### src/rtl/aclken_bridge_pkg.sv
`default_nettype none

package aclken_bridge_pkg;

  // the last flag travels beside these payload bits
  localparam int DATA_W = 32;

  // a divider ratio d gives one enable pulse every d+1 cycles
  localparam int DIV_W = 4;

  typedef logic [DATA_W-1:0] data_t;
  typedef logic [DIV_W-1:0]  div_t;

  // bit 0 marks source ready and bit 1 marks sink valid
  typedef enum logic [2:0] {
    NOT_READY    = 3'b000, // nothing held, source enable not yet seen
    EMPTY        = 3'b001,
    R0_NOT_READY = 3'b010, // r0 holds a word, waiting for a source enable
    R0           = 3'b011,
    R1           = 3'b100, // word parked in r1 until the sink enable comes
    FULL         = 3'b110
  } conv_state_e;

endpackage

`default_nettype wire

### src/rtl/aclken_divider.sv
`timescale 1ns/1ps
`default_nettype none

module aclken_divider (
  input  logic                     ACLK,
  input  logic                     areset,
  input  aclken_bridge_pkg::div_t  div_i,
  output logic                     aclken_o
);

  import aclken_bridge_pkg::*;

  div_t cnt_q; // cycles left until the next pulse

  // the ratio is only taken at reload so a period in progress always completes
  always_ff @(posedge ACLK) begin
    if (areset) begin
      cnt_q    <= '0;
      aclken_o <= 1'b0;
    end else begin
      aclken_o <= (cnt_q == '0);
      if (cnt_q == '0) begin
        cnt_q <= div_i;
      end else begin
        cnt_q <= cnt_q - 1'b1;
      end
    end
  end

  // with a steady nonzero ratio the counter was reloaded with it at the pulse,
  // so the next cycle must be quiet
  a_single_cycle_pulse : assert property (
    @(posedge ACLK) disable iff (areset)
    (aclken_o && (div_i != '0) && $stable(div_i)) |=> !aclken_o
  ) else $error("enable pulse lasted two cycles with ratio %0d", div_i);

endmodule

`default_nettype wire

### src/rtl/aclken_conv_fsm.sv
`timescale 1ns/1ps
`default_nettype none

module aclken_conv_fsm (
  input  logic ACLK,
  input  logic areset,
  input  logic s_aclken_i,
  input  logic s_valid_i,
  input  logic m_aclken_i,
  input  logic m_ready_i,
  output logic s_ready_o,
  output logic m_valid_o,
  output logic load_r0_o,
  output logic load_r0_from_r1_o,
  output logic load_r1_o
);

  import aclken_bridge_pkg::*;

  conv_state_e state_q;
  conv_state_e state_d;
  logic        s_xfer; // source offers a word on an enable edge
  logic        m_xfer; // sink takes a word on an enable edge

  assign s_xfer = s_aclken_i & s_valid_i;
  assign m_xfer = m_aclken_i & m_ready_i;

  always_comb begin
    state_d = state_q;
    case (state_q)
      NOT_READY: begin
        if (s_aclken_i) begin
          state_d = EMPTY; // ready may only rise on a source enable edge
        end
      end
      EMPTY: begin
        if (s_xfer && m_aclken_i) begin
          state_d = R0;
        end else if (s_xfer) begin
          state_d = R1;
        end
      end
      R0: begin
        if (m_xfer && !s_xfer) begin
          state_d = EMPTY;
        end else if (!m_xfer && s_xfer) begin
          state_d = FULL;
        end
      end
      R0_NOT_READY: begin
        if (s_aclken_i && m_xfer) begin
          state_d = EMPTY;
        end else if (m_xfer) begin
          state_d = NOT_READY;
        end else if (s_aclken_i) begin
          state_d = R0;
        end
      end
      R1: begin
        // r1 moves into r0 on the first sink enable
        if (m_aclken_i && s_aclken_i) begin
          state_d = R0;
        end else if (m_aclken_i) begin
          state_d = R0_NOT_READY;
        end
      end
      FULL: begin
        if (m_xfer && s_aclken_i) begin
          state_d = R0;
        end else if (m_xfer) begin
          state_d = R0_NOT_READY;
        end
      end
      default: begin
        state_d = NOT_READY;
      end
    endcase
  end

  always_ff @(posedge ACLK) begin
    if (areset) begin
      state_q <= NOT_READY;
    end else begin
      state_q <= state_d;
    end
  end

  // in R1 the source is held off, a second word would have no place to go
  // while r0 waits for the sink enable
  assign s_ready_o = (state_q == EMPTY) || (state_q == R0);
  assign m_valid_o = (state_q == R0_NOT_READY) || (state_q == R0) || (state_q == FULL);

  // r0 only follows these on sink enable edges, the converter gates that
  assign load_r0_o = (state_q == EMPTY) ||
                     (state_q == R1) ||
                     ((state_q == R0) && m_ready_i) ||
                     ((state_q == FULL) && m_ready_i);

  assign load_r0_from_r1_o = (state_q == R1) || (state_q == FULL);

  // r1 is a don't care in these states so it can sample the source freely
  assign load_r1_o = (state_q == EMPTY) || (state_q == R0);

endmodule

`default_nettype wire

### src/rtl/aclken_converter.sv
`timescale 1ns/1ps
`default_nettype none

module aclken_converter (
  input  logic                     ACLK,
  input  logic                     areset,
  input  logic                     s_aclken_i,
  input  aclken_bridge_pkg::data_t s_data_i,
  input  logic                     s_last_i,
  input  logic                     s_valid_i,
  output logic                     s_ready_o,
  input  logic                     m_aclken_i,
  output aclken_bridge_pkg::data_t m_data_o,
  output logic                     m_last_o,
  output logic                     m_valid_o,
  input  logic                     m_ready_i
);

  import aclken_bridge_pkg::*;

  data_t r0_data_q;
  logic  r0_last_q;
  data_t r1_data_q;
  logic  r1_last_q;
  logic  load_r0;
  logic  load_r0_from_r1;
  logic  load_r1;

  aclken_conv_fsm u_fsm (
    .ACLK              (ACLK),
    .areset            (areset),
    .s_aclken_i        (s_aclken_i),
    .s_valid_i         (s_valid_i),
    .m_aclken_i        (m_aclken_i),
    .m_ready_i         (m_ready_i),
    .s_ready_o         (s_ready_o),
    .m_valid_o         (m_valid_o),
    .load_r0_o         (load_r0),
    .load_r0_from_r1_o (load_r0_from_r1),
    .load_r1_o         (load_r1)
  );

  // r0 faces the sink and only changes on its enable
  always_ff @(posedge ACLK) begin
    if (m_aclken_i && load_r0) begin
      if (load_r0_from_r1) begin
        r0_data_q <= r1_data_q;
        r0_last_q <= r1_last_q;
      end else begin
        r0_data_q <= s_data_i;
        r0_last_q <= s_last_i;
      end
    end
  end

  always_ff @(posedge ACLK) begin
    if (load_r1) begin
      r1_data_q <= s_data_i;
      r1_last_q <= s_last_i;
    end
  end

  assign m_data_o = r0_data_q;
  assign m_last_o = r0_last_q;

  a_m_payload_stable : assert property (
    @(posedge ACLK) disable iff (areset)
    (m_valid_o && !(m_aclken_i && m_ready_i)) |=> ($stable(m_data_o) && $stable(m_last_o))
  ) else $error("sink payload changed while held");

  a_m_valid_held : assert property (
    @(posedge ACLK) disable iff (areset)
    (m_valid_o && !(m_aclken_i && m_ready_i)) |=> m_valid_o
  ) else $error("m_valid_o dropped without a sink transfer");

  // the machine has to restart from NOT_READY and wait for a source enable
  a_ready_low_after_reset : assert property (
    @(posedge ACLK)
    areset |=> !s_ready_o
  ) else $error("s_ready_o high in the cycle after reset");

endmodule

`default_nettype wire

### src/rtl/aclken_bridge_top.sv
`timescale 1ns/1ps
`default_nettype none

module aclken_bridge_top (
  input  logic                     ACLK,
  input  logic                     areset,
  input  aclken_bridge_pkg::div_t  s_div_i,
  input  aclken_bridge_pkg::div_t  m_div_i,
  output logic                     s_aclken_o,
  input  aclken_bridge_pkg::data_t s_data_i,
  input  logic                     s_last_i,
  input  logic                     s_valid_i,
  output logic                     s_ready_o,
  output logic                     m_aclken_o,
  output aclken_bridge_pkg::data_t m_data_o,
  output logic                     m_last_o,
  output logic                     m_valid_o,
  input  logic                     m_ready_i
);

  // source side enable, also handed out so the source can pace itself
  aclken_divider u_s_div (
    .ACLK     (ACLK),
    .areset   (areset),
    .div_i    (s_div_i),
    .aclken_o (s_aclken_o)
  );

  aclken_divider u_m_div (
    .ACLK     (ACLK),
    .areset   (areset),
    .div_i    (m_div_i),
    .aclken_o (m_aclken_o)
  );

  aclken_converter u_conv (
    .ACLK       (ACLK),
    .areset     (areset),
    .s_aclken_i (s_aclken_o),
    .s_data_i   (s_data_i),
    .s_last_i   (s_last_i),
    .s_valid_i  (s_valid_i),
    .s_ready_o  (s_ready_o),
    .m_aclken_i (m_aclken_o),
    .m_data_o   (m_data_o),
    .m_last_o   (m_last_o),
    .m_valid_o  (m_valid_o),
    .m_ready_i  (m_ready_i)
  );

endmodule

`default_nettype wire

### config.mk
export PLATFORM = sky130hd
export DESIGN_NAME = aclken_bridge_top
export DESIGN_NICKNAME = d
export VERILOG_FILES = /design/src/rtl/aclken_bridge_pkg.sv /design/src/rtl/aclken_divider.sv /design/src/rtl/aclken_conv_fsm.sv /design/src/rtl/aclken_converter.sv /design/src/rtl/aclken_bridge_top.sv
export SDC_FILE = /design/constraint.sdc
export NUM_CORES = 1
export LEC_CHECK = 0
export BUFFER_PORTS_ARGS = -buffer_cell sky130_fd_sc_hd__buf_2
export CORE_UTILIZATION = 52
export CTS_CLUSTER_SIZE = 16
export DETAILED_ROUTE_END_ITERATION = 10
export GPL_TIMING_DRIVEN = 0
export PLACE_DENSITY = 0.88
export SETUP_SLACK_MARGIN = 0.15
export SYNTH_ARGS = -nofsm -noshare
export SYNTH_HDL_FRONTEND = slang
export SYNTH_SLANG_ARGS = --single-unit
### constraint.sdc
create_clock -name ACLK -period 3.5 [get_ports ACLK]
set_input_delay 0.525 -clock ACLK [delete_from_list [all_inputs] [get_ports ACLK]]
set_output_delay 0.525 -clock ACLK [all_outputs]
set_load 0.02 [all_outputs]
==> impl.org <==
** Timing
- Tmin final :: 2380 ps
- For this run, the top clock speed supported by timing is 420 MHz.
- Of the available clock period, the critical path in the final layout requires 68.1%.
- The max-slew violation count is 0.
- Setup violations remaining at the end of the flow were counted as 0.
- The worst pin sits at a relative slew slack of 45.4%.
- Between clock sinks in the finished design, the worst skew comes to 8.67 ps.
- Setup repair after global routing left no endpoint under its margin.
- For the pin with the worst max-slew slack, the measured transition is 818 ps.
- In the post-route analysis, the smallest setup slack over all paths is 1120 ps.
- Final count of hold timing violations :: 0

** Worst setup path
- Setup Crit Path Kind :: flip-flop to output port
- STA classifies the critical path startpoint as a flip-flop.
- Required time of the worst setup path :: 2970 ps
- Highest fanout seen on the critical path :: 37
- Across all register-to-register paths, the minimum setup slack is 1640 ps.
- Signal arrival time at the worst endpoint :: 1860 ps
- The worst setup path is captured at an output port.

** GRT
- Global routing consumed, on the met2 layer, 32.5% of the routing resources.
- GRT Overall Usage :: 19.5%
- Wire length of the first global-routing pass :: 8.92 mm
- After global routing, the most crowded layer is met2.
- Entering global routing, the biggest net connects 38 pins.
- For met3 alone, demand over resource in global routing was 6.67%.
- Global routing used 24.0% of the available met1 tracks.
- Number of global-route vias before repair :: 1,919
- Summed over all layers, the global routing overflow is 0.
- Number of antenna violations at the first check in global routing :: 0

** Synth
- The synthesized netlist occupies a cell area of 3110 sq um.
- Synthesized Nets :: 238
- Of all flip-flops after synthesis, the portion carrying an async set or reset was 0%.
- Among all flip-flop cells after synthesis, the most frequent one is sky130_fd_sc_hd__edfxtp_1.
- A synthesized cell averages 16.4 sq um.
- Number of enable flip-flop cells after synthesis :: 66
- The Yosys step of the flow raised 0 warnings.
- Post-synth cell types :: 33
- In this run, synthesis produced a sequential element count of 79.
- Share of the yosys chip area belonging to registers :: 72.2%
- In the synthesized netlist, the number of instances is 190.

** Route
- For this run, design rule violations remaining after detail routing come to 0.
- Antenna Nets Post-Route :: 0
- Detailed Route Iter0 Violations :: 135
- Count of vias placed by the detailed router :: 1,910
- Drt via density :: 5.32
- Final routed wire length divided by cell count :: 15.8 um
- For this block, the routed nets add up to 5.68 mm of wire.
- For this run, the detailed router's first-pass iteration total came to 4.

** Placed design
- Final weighted congestion of routability-driven global placement :: 0.860
- Input and output buffers added on the ports amount to 81.
- Detailed placement finished with a half-perimeter wire length of 4.00 mm.
- Inst Count DP :: 344
- Timing analysis after detailed placement gives a worst setup slack of 1470 ps.

** Clock network
- CTS saw 79 sinks.
- Once the clock tree was built, the resizer swapped 0 gates to a different size.
- The clock passes through at most 2 buffers.
- Buffers inserted to repair hold after CTS numbered 0.
- Clock-pin slew was measured on the worst setup and hold paths at 80 ps.
- TritonCTS built the clock tree.
- The clock reaches the later pin of the worst-skew pair after 330 ps.
- The H-tree generated during clock tree synthesis spans 3 levels.
- Setup Fix Bufs, Post-CTS :: 0
- Clock tree synthesis selected as its root buffer the cell sky130_fd_sc_hd__clkbuf_8.
- Clock buffers created by TritonCTS :: 9

** Final layout
- For this run, the post-layout net count is 331.
- In the layout the commonest cells are sky130_fd_sc_hd__buf_2 (81), sky130_fd_sc_hd__edfxtp_1 (66), sky130_fd_sc_hd__mux2_2 (30).
- Flip-flop and latch area :: 2240 sq um
- The number of antenna diodes in the final layout is 0.
- After filler insertion, the fill cell instance count of the layout stands at 405.
- Leaving out fill and tap cells, the most frequent cell in the layout is sky130_fd_sc_hd__buf_2.
- After the flow finishes, the layout carries non-filler instances totaling 359.
- Cells with a size suffix above 1 make up 47.7% of the layout.
- Post-synthesis to final-layout area growth :: 22.7%
- Total area of multi-input combinational cells :: 790 sq um

** Power and ir drop
- Pwr/cell area :: 746 nW/um^2
- Peak supply drop :: 0.489 mV
- In this run the static leakage power is 1.47 nW.

** Floorplan
- The die is 79.3 um wide.
- Once the floorplan was initialized, standard cells occupied 55.1% of the core.
- In this run the standard cell core region covers 5640 sq um.
- During I/O placement, the number of pins put on the boundary was 82.
- The die is 79.3 um tall.
- Floorplan die area :: 6290 sq um
- The floorplan has 27 rows.

** Job
- Max-cap viol count :: 0

** Outcome
- The run finished with clean final reports.

** Min path
- Kind of path behind the tightest hold check :: input port to flip-flop
==> registers in the layout, summed over array words and instances (netlist names) <==
name and flops:
u_conv.r1_data_q 32, u_m_div.aclken_o 1, u_conv.m_data_o 32, u_s_div.cnt_q 4, u_conv.u_fsm.state_q 3, u_conv.m_last_o 1
u_conv.r1_last_q 1, u_m_div.cnt_q 4, u_s_div.aclken_o 1
==> power breakdown <==
| group | internal [mW] | switching, mW | leakage (nW) |
|---|---|---|---|
| registers | 1.30 | 0.100 | 0.707 |
| clock network | 0.320 | 0.302 | 0.0872 |
| logic | 0.347 | 0.472 | 0.672 |
| total | 1.97 | 0.874 | 1.47 |
==> critical path, cell delays in order (launching register included) <==
cell,delay [ps]
sky130_fd_sc_hd__dfxtp_1,480
sky130_fd_sc_hd__nand2_2,130
sky130_fd_sc_hd__inv_2,610
sky130_fd_sc_hd__buf_2,300
==> final timing paths <==
kind,from,end,cells past startpoint
min,s_data_i[22],u_conv.r1_data_q[22],1
max reg2reg,u_conv.u_fsm.state_q[0],u_conv.u_fsm.state_q[1],5
max,u_conv.u_fsm.state_q[0],s_ready_o,3
min reg2reg,u_s_div.cnt_q[0],u_s_div.cnt_q[0],1
==> cell usage after synthesis, drive strengths merged (2+ instances only) <==
library cell  instances  share of area (%)
a21oi                 8                1.3
buf                   6                1.6
nor2b                 3               0.60
nand2                 6               0.89
edfxtp               66                 64
o31ai                 2               0.48
o31a                  2               0.56
nor3                  2               0.32
ha                    3                1.2
dfxtp                13                8.4
nand2b                6                1.2
o21ai                 4               0.64
nor2                  8               0.97
a211oi                4               0.97
mux2                 34                 12
inv                  10                1.2
nand3                 3               0.48
==> metrics by stage <==
stage | hold slack, ps | utilization [%] | cell area, sq um | total power, mW | setup TNS, ps
2_1_floorplan | 458 | - | 3110 | 2.00 | 0
3_3_place_gp | 489 | 63.9 | 3600 | 2.18 | -7400
3_5_place_dp | 506 | 64.4 | 3630 | 2.24 | 0
4_1_cts | 352 | 67.6 | 3810 | 2.86 | 0
5_1_grt | 354 | 67.6 | 3810 | 2.99 | 0
6_report | 372 | 67.6 | 3810 | 2.84 | 0
==> logic make-up (layout without fill, tap and decap cells) <==
kind of cell / Yosys count / count (layout) / share of synthesized area, %
flip-flops: 79 / 79 / 72.2
AND/OR/NAND/NOR: 30 / 30 / 4.95
buffers and inverters: 16 / 113 / 2.78
adder cells (fa/ha/maj): 3 / 3 / 1.21
AO/OA/AOI/OAI: 28 / 28 / 6.44
multiplexers: 34 / 34 / 12.4
==> cell type report <==
type                            instances  share of cell area [%]
Multi-Input combinational cell         95                    20.7
Buffer                                  6                    1.28
Tap cell                               72                    2.36
Inverter                               10                   0.985
Timing Repair Buffer                   82                    11.2
Clock buffer                           10                    3.35
Clock inverter                          5                    1.31
Sequential cell                        79                    58.8
==> routing by layer <==
metal  routed length (um)  part of all wire [%]
met5                    0                     0
met4                   59                   1.0
met3                  366                   6.4
met2                 2800                    49
met1                 2450                    43
(Power assumes the default switching activity.)
